[src/rtl/ooo_macros.svh]
`ifndef OOO_MACROS_SVH
`define OOO_MACROS_SVH

// architectural state, register 0 is hardwired to zero
`define ARCH_REGS 8

// physical tags, the ones above ARCH_REGS start on the free list
`define PHYS_REGS 16
`define FREE_DEPTH (`PHYS_REGS - `ARCH_REGS)

// queue sizes
`define ROB_DEPTH 8
`define IQ_DEPTH 4

// datapath
`define XLEN 16
`define MUL_LATENCY 3

`endif

[src/rtl/ooo_pkg.sv]
`include "ooo_macros.svh"

package ooo_pkg;

    // data word
    typedef logic [`XLEN-1:0] word_t;

    // architectural register index
    typedef logic [$clog2(`ARCH_REGS)-1:0] arn_t;

    // physical register tag
    typedef logic [$clog2(`PHYS_REGS)-1:0] prn_t;

    // reorder buffer index
    typedef logic [$clog2(`ROB_DEPTH)-1:0] robn_t;

    // integer opcodes, only OP_MUL goes to the long pipe
    typedef enum logic [2:0] {
        OP_ADD = 3'd0,
        OP_SUB = 3'd1,
        OP_AND = 3'd2,
        OP_XOR = 3'd3,
        OP_LI  = 3'd4,
        OP_MUL = 3'd5
    } op_e;

endpackage

[src/rtl/exec_unit.sv]
`timescale 1ns/10ps
`include "ooo_macros.svh"

module exec_unit
    import ooo_pkg::*;
(
    input  logic  clock,
    input  logic  rst_n,
    input  logic  issue_valid,
    input  op_e   issue_op,
    input  word_t issue_a,
    input  word_t issue_b,
    input  prn_t  issue_prn,
    input  robn_t issue_robn,
    output logic  alu_avail,
    output logic  mul_avail,
    output logic  cdb_valid,
    output prn_t  cdb_prn,
    output robn_t cdb_robn,
    output word_t cdb_value
);

    localparam int LAST = `MUL_LATENCY - 1;

    word_t alu_result;
    logic  alu_valid;
    prn_t  alu_prn;
    robn_t alu_robn;
    word_t alu_value;

    // one bit per multiply stage, doubles as the CDB slot reservation
    logic [`MUL_LATENCY-1:0] slot_resv;
    prn_t  mul_prn   [`MUL_LATENCY];
    robn_t mul_robn  [`MUL_LATENCY];
    word_t mul_value [`MUL_LATENCY];

    always_comb begin
        case (issue_op)
            OP_ADD:  alu_result = issue_a + issue_b;
            OP_SUB:  alu_result = issue_a - issue_b;
            OP_AND:  alu_result = issue_a & issue_b;
            OP_XOR:  alu_result = issue_a ^ issue_b;
            default: alu_result = issue_a;
        endcase
    end

    // a multiply about to leave owns next cycle's CDB
    assign alu_avail = !slot_resv[LAST-1];
    assign mul_avail = 1'b1;

    always_ff @(posedge clock) begin
        if (!rst_n) begin
            alu_valid <= 1'b0;
            slot_resv <= '0;
        end else begin
            alu_valid <= issue_valid && (issue_op != OP_MUL);
            slot_resv <= {slot_resv[LAST-1:0], issue_valid && (issue_op == OP_MUL)};
        end
    end

    always_ff @(posedge clock) begin
        alu_prn      <= issue_prn;
        alu_robn     <= issue_robn;
        alu_value    <= alu_result;
        // low half of the product only
        mul_prn[0]   <= issue_prn;
        mul_robn[0]  <= issue_robn;
        mul_value[0] <= issue_a * issue_b;
        for (int s = 1; s < `MUL_LATENCY; s++) begin
            mul_prn[s]   <= mul_prn[s-1];
            mul_robn[s]  <= mul_robn[s-1];
            mul_value[s] <= mul_value[s-1];
        end
    end

    assign cdb_valid = alu_valid || slot_resv[LAST];
    assign cdb_prn   = slot_resv[LAST] ? mul_prn[LAST]   : alu_prn;
    assign cdb_robn  = slot_resv[LAST] ? mul_robn[LAST]  : alu_robn;
    assign cdb_value = slot_resv[LAST] ? mul_value[LAST] : alu_value;

    assert property (@(posedge clock) disable iff (!rst_n) !(alu_valid && slot_resv[LAST]));

endmodule

[src/rtl/issue_queue.sv]
`timescale 1ns/10ps
`include "ooo_macros.svh"

module issue_queue
    import ooo_pkg::*;
(
    input  logic  clock,
    input  logic  rst_n,
    input  logic  insert_en,
    input  op_e   insert_op,
    input  word_t insert_op1,
    input  word_t insert_op2,
    input  logic  insert_rdy1,
    input  logic  insert_rdy2,
    input  word_t insert_imm,
    input  prn_t  insert_prn,
    input  robn_t insert_robn,
    input  logic  cdb_valid,
    input  prn_t  cdb_prn,
    input  word_t cdb_value,
    input  logic  alu_avail,
    input  logic  mul_avail,
    output logic  issue_valid,
    output op_e   issue_op,
    output word_t issue_a,
    output word_t issue_b,
    output prn_t  issue_prn,
    output robn_t issue_robn,
    output logic  iq_full
);

    localparam int IDX_W = $clog2(`IQ_DEPTH);

    // waiting operands keep their tag in the low bits
    typedef struct packed {
        op_e   op;
        word_t op1;
        word_t op2;
        logic  rdy1;
        logic  rdy2;
        word_t imm;
        prn_t  prn;
        robn_t robn;
    } iq_entry_t;

    // slot 0 is the oldest, entries stay packed toward it
    iq_entry_t entries      [`IQ_DEPTH];
    iq_entry_t woken        [`IQ_DEPTH];
    iq_entry_t next_entries [`IQ_DEPTH];

    logic [IDX_W:0]        count;
    logic [IDX_W:0]        next_count;
    logic [IDX_W-1:0]      sel_idx;
    logic [`IQ_DEPTH-1:0]  can_issue;

    assign iq_full = (count == (IDX_W+1)'(`IQ_DEPTH));

    always_comb begin
        for (int i = 0; i < `IQ_DEPTH; i++) begin
            woken[i] = entries[i];
            if (cdb_valid && !entries[i].rdy1 && entries[i].op1[$bits(prn_t)-1:0] == cdb_prn) begin
                woken[i].op1  = cdb_value;
                woken[i].rdy1 = 1'b1;
            end
            if (cdb_valid && !entries[i].rdy2 && entries[i].op2[$bits(prn_t)-1:0] == cdb_prn) begin
                woken[i].op2  = cdb_value;
                woken[i].rdy2 = 1'b1;
            end
            can_issue[i] = (i < count)
                && ((woken[i].op == OP_LI) || (woken[i].rdy1 && woken[i].rdy2))
                && ((woken[i].op == OP_MUL) ? mul_avail : alu_avail);
        end
    end

    // lowest index wins
    always_comb begin
        issue_valid = 1'b0;
        sel_idx     = '0;
        for (int i = `IQ_DEPTH - 1; i >= 0; i--) begin
            if (can_issue[i]) begin
                issue_valid = 1'b1;
                sel_idx     = IDX_W'(i);
            end
        end
    end

    assign issue_op   = woken[sel_idx].op;
    assign issue_a    = (woken[sel_idx].op == OP_LI) ? woken[sel_idx].imm : woken[sel_idx].op1;
    assign issue_b    = woken[sel_idx].op2;
    assign issue_prn  = woken[sel_idx].prn;
    assign issue_robn = woken[sel_idx].robn;

    always_comb begin
        for (int i = 0; i < `IQ_DEPTH; i++) begin
            next_entries[i] = woken[i];
        end
        // close the gap left by the issued entry
        if (issue_valid) begin
            for (int i = 0; i < `IQ_DEPTH - 1; i++) begin
                if (i >= sel_idx) begin
                    next_entries[i] = woken[i+1];
                end
            end
        end
        next_count = count - (IDX_W+1)'(issue_valid);
        if (insert_en) begin
            next_entries[next_count[IDX_W-1:0]] = '{
                op: insert_op, op1: insert_op1, op2: insert_op2,
                rdy1: insert_rdy1, rdy2: insert_rdy2, imm: insert_imm,
                prn: insert_prn, robn: insert_robn
            };
            next_count = next_count + 1'b1;
        end
    end

    always_ff @(posedge clock) begin
        if (!rst_n) begin
            count <= '0;
        end else begin
            count <= next_count;
        end
    end

    always_ff @(posedge clock) begin
        entries <= next_entries;
    end

    assert property (@(posedge clock) disable iff (!rst_n) !(insert_en && iq_full));

endmodule

[src/rtl/ooo.sv]
`timescale 1ns/10ps

module ooo
    import ooo_pkg::*;
(
    input  logic  clock,
    input  logic  rst_n,
    input  logic  dispatch_valid,
    input  op_e   dispatch_op,
    input  arn_t  dispatch_dest,
    input  arn_t  dispatch_src1,
    input  arn_t  dispatch_src2,
    input  word_t dispatch_imm,
    output logic  structural_hazard,
    output logic  commit_valid,
    output logic  commit_wr_en,
    output arn_t  commit_dest,
    output word_t commit_value
);

    logic  accept;
    prn_t  src1_prn, src2_prn, new_prn, old_prn;
    logic  free_empty, iq_full, rob_full;
    word_t rd1_value, rd2_value;
    logic  rd1_ready, rd2_ready;
    robn_t rob_tail;
    prn_t  commit_prn, commit_old_prn;

    logic  alu_avail, mul_avail;
    logic  issue_valid;
    op_e   issue_op;
    word_t issue_a, issue_b;
    prn_t  issue_prn;
    robn_t issue_robn;

    logic  cdb_valid;
    prn_t  cdb_prn;
    robn_t cdb_robn;
    word_t cdb_value;

    assign structural_hazard = rob_full || iq_full || free_empty;
    assign accept            = dispatch_valid && !structural_hazard;
    assign commit_wr_en      = (commit_dest != '0);

    rename_map rename_map_inst (
        .clock(clock), .rst_n(rst_n),
        .rename_en(accept),
        .src1(dispatch_src1), .src2(dispatch_src2), .dest(dispatch_dest),
        // dest 0 entries return nothing to the free list
        .commit_free(commit_valid && commit_wr_en),
        .commit_old_prn(commit_old_prn),
        .src1_prn(src1_prn), .src2_prn(src2_prn),
        .new_prn(new_prn), .old_prn(old_prn),
        .free_empty(free_empty)
    );

    phys_regfile phys_regfile_inst (
        .clock(clock), .rst_n(rst_n),
        .rd1_prn(src1_prn), .rd2_prn(src2_prn),
        .clear_prn(new_prn), .clear_en(accept && dispatch_dest != '0),
        .cdb_valid(cdb_valid), .cdb_prn(cdb_prn), .cdb_value(cdb_value),
        .commit_prn(commit_prn),
        .rd1_value(rd1_value), .rd2_value(rd2_value),
        .rd1_ready(rd1_ready), .rd2_ready(rd2_ready),
        .commit_value(commit_value)
    );

    // not-ready operands carry their tag instead of a value
    issue_queue issue_queue_inst (
        .clock(clock), .rst_n(rst_n),
        .insert_en(accept), .insert_op(dispatch_op),
        .insert_op1(rd1_ready ? rd1_value : word_t'(src1_prn)),
        .insert_op2(rd2_ready ? rd2_value : word_t'(src2_prn)),
        .insert_rdy1(rd1_ready), .insert_rdy2(rd2_ready),
        .insert_imm(dispatch_imm), .insert_prn(new_prn), .insert_robn(rob_tail),
        .cdb_valid(cdb_valid), .cdb_prn(cdb_prn), .cdb_value(cdb_value),
        .alu_avail(alu_avail), .mul_avail(mul_avail),
        .issue_valid(issue_valid), .issue_op(issue_op),
        .issue_a(issue_a), .issue_b(issue_b),
        .issue_prn(issue_prn), .issue_robn(issue_robn),
        .iq_full(iq_full)
    );

    exec_unit exec_unit_inst (
        .clock(clock), .rst_n(rst_n),
        .issue_valid(issue_valid), .issue_op(issue_op),
        .issue_a(issue_a), .issue_b(issue_b),
        .issue_prn(issue_prn), .issue_robn(issue_robn),
        .alu_avail(alu_avail), .mul_avail(mul_avail),
        .cdb_valid(cdb_valid), .cdb_prn(cdb_prn),
        .cdb_robn(cdb_robn), .cdb_value(cdb_value)
    );

    reorder_buffer reorder_buffer_inst (
        .clock(clock), .rst_n(rst_n),
        .alloc_en(accept), .alloc_dest(dispatch_dest),
        .alloc_prn(new_prn), .alloc_old_prn(old_prn),
        .cdb_valid(cdb_valid), .cdb_robn(cdb_robn),
        .rob_tail(rob_tail), .rob_full(rob_full),
        .commit_valid(commit_valid), .commit_dest(commit_dest),
        .commit_prn(commit_prn), .commit_old_prn(commit_old_prn)
    );

endmodule

[src/rtl/phys_regfile.sv]
`timescale 1ns/10ps
`include "ooo_macros.svh"

module phys_regfile
    import ooo_pkg::*;
(
    input  logic  clock,
    input  logic  rst_n,
    input  prn_t  rd1_prn,
    input  prn_t  rd2_prn,
    input  prn_t  clear_prn,
    input  logic  clear_en,
    input  logic  cdb_valid,
    input  prn_t  cdb_prn,
    input  word_t cdb_value,
    input  prn_t  commit_prn,
    output word_t rd1_value,
    output word_t rd2_value,
    output logic  rd1_ready,
    output logic  rd2_ready,
    output word_t commit_value
);

    word_t values [`PHYS_REGS];
    logic  ready  [`PHYS_REGS];

    logic wr_en;

    // results of dest 0 instructions carry tag 0 and are dropped here
    assign wr_en = cdb_valid && (cdb_prn != '0);

    // same-cycle bypass from the CDB
    assign rd1_value = (wr_en && cdb_prn == rd1_prn) ? cdb_value : values[rd1_prn];
    assign rd2_value = (wr_en && cdb_prn == rd2_prn) ? cdb_value : values[rd2_prn];
    assign rd1_ready = ready[rd1_prn] || (wr_en && cdb_prn == rd1_prn);
    assign rd2_ready = ready[rd2_prn] || (wr_en && cdb_prn == rd2_prn);

    assign commit_value = values[commit_prn];

    always_ff @(posedge clock) begin
        if (!rst_n) begin
            for (int i = 0; i < `PHYS_REGS; i++) begin
                ready[i] <= (i < `ARCH_REGS);
                if (i < `ARCH_REGS) begin
                    values[i] <= '0;
                end
            end
        end else begin
            if (wr_en) begin
                values[cdb_prn] <= cdb_value;
                ready[cdb_prn]  <= 1'b1;
            end
            // freshly allocated tag waits for its producer
            if (clear_en) begin
                ready[clear_prn] <= 1'b0;
            end
        end
    end

    // rename never hands out tag 0
    assert property (@(posedge clock) disable iff (!rst_n) !(clear_en && clear_prn == '0));

endmodule

[src/rtl/rename_map.sv]
`timescale 1ns/10ps
`include "ooo_macros.svh"

module rename_map
    import ooo_pkg::*;
(
    input  logic clock,
    input  logic rst_n,
    input  logic rename_en,
    input  arn_t src1,
    input  arn_t src2,
    input  arn_t dest,
    input  logic commit_free,
    input  prn_t commit_old_prn,
    output prn_t src1_prn,
    output prn_t src2_prn,
    output prn_t new_prn,
    output prn_t old_prn,
    output logic free_empty
);

    localparam int FREE_DEPTH = `FREE_DEPTH;
    localparam int PTR_W      = $clog2(FREE_DEPTH);

    prn_t map_table [`ARCH_REGS];
    prn_t free_list [FREE_DEPTH];

    logic [PTR_W-1:0] head;
    logic [PTR_W-1:0] tail;
    logic [PTR_W:0]   count;

    logic pop;
    logic push;

    // dest 0 never takes a tag
    assign pop  = rename_en && (dest != '0);
    assign push = commit_free;

    // sources see the map before this instruction's own update
    assign src1_prn   = map_table[src1];
    assign src2_prn   = map_table[src2];
    assign old_prn    = map_table[dest];
    assign new_prn    = (dest == '0) ? '0 : free_list[head];
    assign free_empty = (count == '0);

    always_ff @(posedge clock) begin
        if (!rst_n) begin
            // identity map, upper tags free
            for (int i = 0; i < `ARCH_REGS; i++) begin
                map_table[i] <= prn_t'(i);
            end
            for (int i = 0; i < FREE_DEPTH; i++) begin
                free_list[i] <= prn_t'(`ARCH_REGS + i);
            end
            head  <= '0;
            tail  <= '0;
            count <= (PTR_W+1)'(FREE_DEPTH);
        end else begin
            if (pop) begin
                map_table[dest] <= free_list[head];
                head            <= head + 1'b1;
            end
            if (push) begin
                free_list[tail] <= commit_old_prn;
                tail            <= tail + 1'b1;
            end
            count <= count + (PTR_W+1)'(push) - (PTR_W+1)'(pop);
        end
    end

    // the top must hold dispatch while the free list is empty
    assert property (@(posedge clock) disable iff (!rst_n) !(pop && free_empty));

endmodule

[src/rtl/reorder_buffer.sv]
`timescale 1ns/10ps
`include "ooo_macros.svh"

module reorder_buffer
    import ooo_pkg::*;
(
    input  logic  clock,
    input  logic  rst_n,
    input  logic  alloc_en,
    input  arn_t  alloc_dest,
    input  prn_t  alloc_prn,
    input  prn_t  alloc_old_prn,
    input  logic  cdb_valid,
    input  robn_t cdb_robn,
    output robn_t rob_tail,
    output logic  rob_full,
    output logic  commit_valid,
    output arn_t  commit_dest,
    output prn_t  commit_prn,
    output prn_t  commit_old_prn
);

    localparam int PTR_W = $clog2(`ROB_DEPTH);

    arn_t dest    [`ROB_DEPTH];
    prn_t prn     [`ROB_DEPTH];
    prn_t old_prn [`ROB_DEPTH];
    logic [`ROB_DEPTH-1:0] done;

    robn_t          head;
    robn_t          tail;
    logic [PTR_W:0] count;
    robn_t          cdb_offset;

    assign rob_tail = tail;
    assign rob_full = (count == (PTR_W+1)'(`ROB_DEPTH));

    // head leaves as soon as its result is back
    assign commit_valid   = (count != '0) && done[head];
    assign commit_dest    = dest[head];
    assign commit_prn     = prn[head];
    assign commit_old_prn = old_prn[head];

    assign cdb_offset = cdb_robn - head;

    always_ff @(posedge clock) begin
        if (!rst_n) begin
            head  <= '0;
            tail  <= '0;
            count <= '0;
            done  <= '0;
        end else begin
            if (alloc_en) begin
                done[tail] <= 1'b0;
                tail       <= tail + 1'b1;
            end
            if (cdb_valid) begin
                done[cdb_robn] <= 1'b1;
            end
            if (commit_valid) begin
                head <= head + 1'b1;
            end
            count <= count + (PTR_W+1)'(alloc_en) - (PTR_W+1)'(commit_valid);
        end
    end

    always_ff @(posedge clock) begin
        if (alloc_en) begin
            dest[tail]    <= alloc_dest;
            prn[tail]     <= alloc_prn;
            old_prn[tail] <= alloc_old_prn;
        end
    end

    // a result only comes back for an instruction still in flight
    assert property (@(posedge clock) disable iff (!rst_n)
        cdb_valid |-> ((PTR_W+1)'(cdb_offset) < count));

endmodule
[config.mk]
export PLATFORM = sky130hd
export DESIGN_NAME = ooo
export DESIGN_NICKNAME = d
export VERILOG_FILES = /design/src/rtl/ooo_pkg.sv /design/src/rtl/exec_unit.sv /design/src/rtl/issue_queue.sv /design/src/rtl/ooo.sv /design/src/rtl/phys_regfile.sv /design/src/rtl/rename_map.sv /design/src/rtl/reorder_buffer.sv
export VERILOG_INCLUDE_DIRS = /design/src /design/src/rtl
export SDC_FILE = /design/constraint.sdc
export NUM_CORES = 2
export LEC_CHECK = 0
export BUFFER_PORTS_ARGS = -buffer_cell sky130_fd_sc_hd__buf_2
export CORE_MARGIN = 5
export CORE_UTILIZATION = 35
export DETAILED_ROUTE_END_ITERATION = 16
export SETUP_SLACK_MARGIN = 0.1
export SYNTH_ARGS = -nofsm -noshare
export SYNTH_HDL_FRONTEND = slang
export SYNTH_SLANG_ARGS = --single-unit
[constraint.sdc]
create_clock -name clock -period 10.6 [get_ports clock]
set_clock_uncertainty 0.15 [all_clocks]
set_input_delay 0.53 -clock clock [delete_from_list [all_inputs] [get_ports clock]]
set_output_delay 0.53 -clock clock [all_outputs]
set_load 0.02 [all_outputs]
* Word-level counts from Yosys, hierarchy flattened
Memory sizes are Yosys's and may differ from the RTL's. A register that Yosys moved wholly into a read port is not among the register bits.
Index checks and enable logic that the tools add are counted.
** Storage, ports and cells
- Flip-flop bits (word level) :: 298
- Bits in writable memories :: 493
- Bits of input ports :: 31
- Output and inout bits :: 22
- Word-level logic and storage cells :: 281
- Memories kept :: 10
** Memories
- phys_regfile_inst.values :: depth 16, width 16, rd ports 3, clocked after Yosys merged registers in 0, write ports 8, line phys_regfile.sv:24 : word_t values [`PHYS_REGS];
- exec_unit_inst.mul_value :: depth 3, width 16, rd ports 3, clocked after Yosys merged registers in 0, write ports 3, line exec_unit.sv:35 : word_t mul_value [`MUL_LATENCY];
- rename_map_inst.free_list :: depth 8, width 4, rd ports 1, clocked after Yosys merged registers in 1, write ports 8, line rename_map.sv:26 : prn_t free_list [FREE_DEPTH];
- rename_map_inst.map_table :: depth 8, width 4, rd ports 3, clocked after Yosys merged registers in 0, write ports 8, line rename_map.sv:25 : prn_t map_table [`ARCH_REGS];
- reorder_buffer_inst.old_prn :: depth 8, width 4, rd ports 1, clocked after Yosys merged registers in 1, write ports 1, line reorder_buffer.sv:27 : prn_t old_prn [`ROB_DEPTH];
- reorder_buffer_inst.prn :: depth 8, width 4, rd ports 1, clocked after Yosys merged registers in 1, write ports 1, line reorder_buffer.sv:26 : prn_t prn [`ROB_DEPTH];
- +4 memories
** Cells by class
- Add/sub/neg operators :: 12
- Multipliers :: 1
- Order comparisons :: 15
- Equal/unequal tests :: 26
- Multiplexer cells :: 94
- Bitwise gates (word level) :: 7
- Reductions and logical operators :: 71
** Operators by type and width (number)
- two-way mux 60 bit :: 6
- bitwise mux 240 bit :: 1
- two-way mux 16 bit :: 15
- two-way mux 240 bit :: 1
- two-way mux 180 bit :: 1
- binary-select mux 60 bit (select 2 bit) :: 1
- demux 60 bit (select 2 bit) :: 1
- case mux 16 bit (4 select lines) :: 1
- == test 4 bit :: 10
- logical AND 1 bit :: 40
- two-way mux 1 bit :: 38
- two-way mux 3 bit :: 12
- == test 3 bit (second input constant) :: 11
- two-way mux 4 bit :: 7
- two-way mux 8 bit :: 3
- adder 16 bit :: 1
- AND 16 bit :: 1
- multiplier 16 x 16 -> 16 bit :: 1
- OR reduction 16 bit :: 1
- subtractor 16 bit :: 1
- XOR 16 bit :: 1
- adder 3 x 1 -> 3 bit (second input constant) :: 5
- < comparator 3 x 4 -> 1 bit (second input constant) :: 3
- logical NOT 1 bit :: 10
- 28 further kinds :: 54

* Longest topological paths before layout
An unclocked memory read counts as a cell.
- Depth in word-level cells :: 21
- Depth in mapped cells :: 47
- Mapped depth without buffers :: 41

* By module
From an unflattened synthesis, not the netlist that was laid out.
** Unflattened totals
- Cells, all modules :: 4094
- Area, all modules :: 46178.0 µm²
** By module, submodules not included
- phys_regfile :: times used 1, cells each 892, area an instance 15795.1 µm², seq. area each 8007.7 µm²
- issue_queue :: times used 1, cells each 1758, area an instance 13843.3 µm², seq. area each 5124.9 µm²
- exec_unit :: times used 1, cells each 818, area an instance 7657.3 µm², seq. area each 1781.7 µm²
- reorder_buffer :: times used 1, cells each 250, area an instance 4395.5 µm², seq. area each 3062.9 µm²
- rename_map :: times used 1, cells each 336, area an instance 4191.5 µm², seq. area each 2182.1 µm²
- ooo :: times used 1, cells each 40, area an instance 295.3 µm², seq. area each 0.0 µm²

* Worst setup path after synthesis
OpenSTA, ideal clock, no wires.
- Kind :: register -> register
- Start :: register exec_unit_inst.slot_resv[2]
- End :: memory exec_unit_inst.mul_value[0][15] (netlist bit)
- Setup time :: 0.129 ns
- Arrival :: 9.029 ns
- Data required time :: 10.321 ns
- Setup slack :: 1.292 ns
- Cell stages (with the launch flop) :: 39
- Path buffers :: 4
- Clock period less this slack :: 9.308 ns
- Cell sequence :: dfxtp_1 -> buf_6 -> mux2i_4 -> xnor2_1 -> nor4_4 -> nor2_2 -> or3_1 -> or3_1 -> a311o_1 -> o2111ai_2 -> buf_2 -> buf_2 -> mux2i_1 -> a21oi_1 -> mux2_2 -> clkbuf_1 -> and2_1 -> fa_1 -> (+3 left out) -> inv_1 -> fa_1 -> fa_1 -> inv_1 -> ha_1 -> a21oi_1 -> o21bai_1 -> a21oi_1 -> nor2b_1 -> o21a_1 -> o21ai_0 -> nand2b_1 -> a21oi_1 -> xnor2_1 -> xnor2_1 -> xnor2_1 -> xnor2_1 -> xnor3_1
** RTL lines
- start, declared :: line exec_unit.sv:32 : logic [`MUL_LATENCY-1:0] slot_resv;
- start signal, assigned :: line exec_unit.sv:57 : slot_resv <= {slot_resv[LAST-1:0], issue_valid && (issue_op == OP_MUL)};
- end, declared :: line exec_unit.sv:35

==> run_results.csv <==
group,metric,value,unit
yosys,synth_enable_flop_cells,434,
yosys,yosys_warnings,0,
worst_setup_path,worst_setup_path_end_kind,"register",
floorplan,rows,132,
drt,drt-total-wl,147000,um
timing,period_share,0.936,
placed_design,io_buffers,52,
yosys,synth_most_common_cell,"nand2_1",
clocking,cts_tree,"yes",
layout,fillers,12900,
drt,vias,38200,
placed_design,postPlaceCellArea,0.0483,mm^2
yosys,synthFlopType,"edfxtp_1",
yosys,synth_cell_types,91,
yosys,synthTopCellsByArea,"edfxtp_1, dfxtp_1, nand2_1, nor2_1, mux2i_1",
clocking,clk_pin_slew,60,ps
floorplan,io_pins,53,
run,maxCapViolCount,0,
drt,dr.pass1.iters,6,
layout,regArea,0.0202,mm^2
worst_setup_path,cp_max_fo,30,
outcome,status,"completed",
clocking,cts_root_buf,"clkbuf_16",
timing,hold_violations,0,
placed_design,post-dp-hpwl,93100,um
yosys,ys_ff_latch,790,
placed_design,place.gp.congestion,0.910,
layout,finalNetCount,5194,
worst_setup_path,critPathArrivalTime,10300,ps
yosys,synth_cells,5023,
worst_setup_path,cp.required,10980,ps
clocking,clock-sinks,790,
worst_setup_path,critPathKind,"register to register",
drt,vias_per_cell,5.62,
grt,grt_max_degree,91,
layout,areaGrowthSynthToFinish,11.8,%
yosys,yosysTopAreaCell,"edfxtp_1",
grt,grt_util_all_layers,0.208,
worst_setup_path,crit_top_cell,"fa_1",
layout,design_area,0.0513,mm^2
clocking,cts_made_buffers,87,
worst_hold_path,hold_path_class,"input port to register",
timing,fmax,101,MHz
worst_setup_path,crit_slowest_cell,"a31oi_4",
clocking,h-tree-depth,3,
yosys,synthTopCellsByCount,"nand2_1, nor2_1, edfxtp_1",
floorplan,die_w,372,um
worst_setup_path,critical_path.max_stage_delay,700,ps
drt,wire_per_inst,21.7,um
drt,route.detailed.drc,0,
drt,dr.first_iter.drc_count,3941,
grt,grt_pass1_wl,224000,um
floorplan,initial_utilization,0.353,
grt,first_global_vias,36600,
worst_setup_path,cp-start-kind,"register",
timing,setup_viol,0,
timing,timing.final.crit_period,9920,ps
clocking,clock_latency,690,ps
yosys,yosysTopAreaCellShare,0.284,
clocking,cts_buffer_depth,3,
grt,overflow,0,
timing,relSlewSlack,0.213,
timing,worst_pin_slew,1180,ps
yosys,async_reset_ff_frac,0,
layout,multi_input_area,0.0239,mm^2
floorplan,coreArea,0.130,mm^2
yosys,ys_seq_area_frac,0.439,
timing,fin_setup_tns,0,ps
layout,stdcell_count,6789,
yosys,synth_area_per_cell,9.13,um^2
placed_design,dp_cells,6597,
yosys,syn-cell-area,0.0459,mm^2
floorplan,dieHeight,372,um
floorplan,die-area,0.138,mm^2
drt,drtAntennaViolNets,0,
layout,final_layout_size_suffix_gt1_frac,0.105,
grt,grt_antenna_before_repair,4,
layout,utilization,0.395,
timing,rsz0062_at_grt,"false",
timing,maxSlewViolCount,0,
kinds of logic after synthesis:
family	after synthesis	share of synthesized area
simple gates	1865	0.172
compound gates	1192	0.165
flops	790	0.439
buf+inv	567	0.0484
mux	305	0.0890
fa+ha+maj	185	0.0638
xor+xnor	118	0.0230
other cells	1	0.0000817
layout by cell type, fill, tap and decap left out, types with 52 or more instances in the layout:
| master | synthesis | routed |
|---|---|---|
| a211oi_1 | 195 | 195 |
| a21oi_1 | 307 | 306 |
| a311oi_1 | 113 | 113 |
| a31oi_1 | 125 | 124 |
| and2_1 | 148 | 148 |
| buf_2 | 15 | 52 |
| buf_4 | 9 | 146 |
| clkbuf_16 | 0 | 87 |
| dfxtp_1 | 356 | 355 |
| edfxtp_1 | 434 | 434 |
| fa_1 | 82 | 82 |
| ha_1 | 102 | 102 |
| inv_1 | 187 | 187 |
| mux2i_1 | 195 | 169 |
| mux4_2 | 75 | 75 |
| nand2_1 | 964 | 959 |
| nor2_1 | 558 | 544 |
| o21ai_0 | 312 | 312 |
| xnor2_1 | 87 | 87 |
routing by layer:
metal  vias to the layer above  share of wire  GRT usage
li1                      17600              -          -
met1                     18500           0.43      0.288
met2                      1703           0.45      0.328
met3                       333          0.084     0.0353
met4                         0          0.036     0.0717
met5                         -              0          0
through the flow:
step                      hold WS [ps]  setup slack, ps
after floorplan                    160             1290
after global placement             161              536
after detailed placement           162              480
after CTS                         63.2              398
after global routing               123              114
final                             87.1              684
worst paths after layout:
| path | from | slack, ps | end | depth (start not counted) |
|---|---|---|---|---|
| worst max register to register | exec_unit_inst.slot_resv[2] | 680 | exec_unit_inst.mul_value[0][15] | 34 |
| worst max-delay path | exec_unit_inst.slot_resv[2] | 680 | exec_unit_inst.mul_value[0][15] | 34 |
| worst min register to register | exec_unit_inst.mul_prn[0][6] | 160 | exec_unit_inst.mul_prn[0][10] | 0 |
| worst min-delay path | dispatch_valid | 90 | reorder_buffer_inst.rob_tail[1] | 4 |
critical path, delay by kind of cell, from the launching register on:
kind            cells  cell delay, ps
mux                 2             970
buf+inv             7             860
simple gates        6            1310
xor+xnor            6             910
flops               1             530
fa+ha+maj           7            3330
compound gates      6            1700
registers in the layout, summed over array words and instances, names as in the netlist, 3 cells and up, named ones only:
name / count
phys_regfile_inst.ready: 16
reorder_buffer_inst.head: 3
exec_unit_inst.alu_prn: 3
reorder_buffer_inst.prn: 32
exec_unit_inst.mul_robn: 7
rename_map_inst.tail: 3
exec_unit_inst.mul_prn: 9
issue_queue_inst.count: 3
exec_unit_inst.mul_value: 48
reorder_buffer_inst.rob_tail: 3
reorder_buffer_inst.dest: 24
rename_map_inst.free_list: 32
rename_map_inst.head: 3
exec_unit_inst.alu_value: 16
issue_queue_inst.entries: 214
reorder_buffer_inst.count: 4
phys_regfile_inst.values: 256
rename_map_inst.map_table: 32
reorder_buffer_inst.done: 8
rename_map_inst.count: 4
reorder_buffer_inst.old_prn: 32
exec_unit_inst.slot_resv: 3
what timing repair did:
action / 4_1_cts / 5_1_grt
resized for setup: 0 / 3
setup buffers: 0 / 16
setup endpoints to repair: 0 / 1
hold buffers: 19 / 0
hold endpoints to repair: 53 / 0
layout make-up:
type	count	area share
tap	1742	0.0425
clock inverter	44	0.00737
inverter	197	0.0144
sequential	790	0.393
timing repair buffer	218	0.0305
multi-input combinational	3685	0.467
clock buffer	111	0.0454
antenna	2	0.0000976
Power is left out: the tool's default activity adds up to more than one toggle a clock period on the data nets, which glitch-free logic cannot reach.
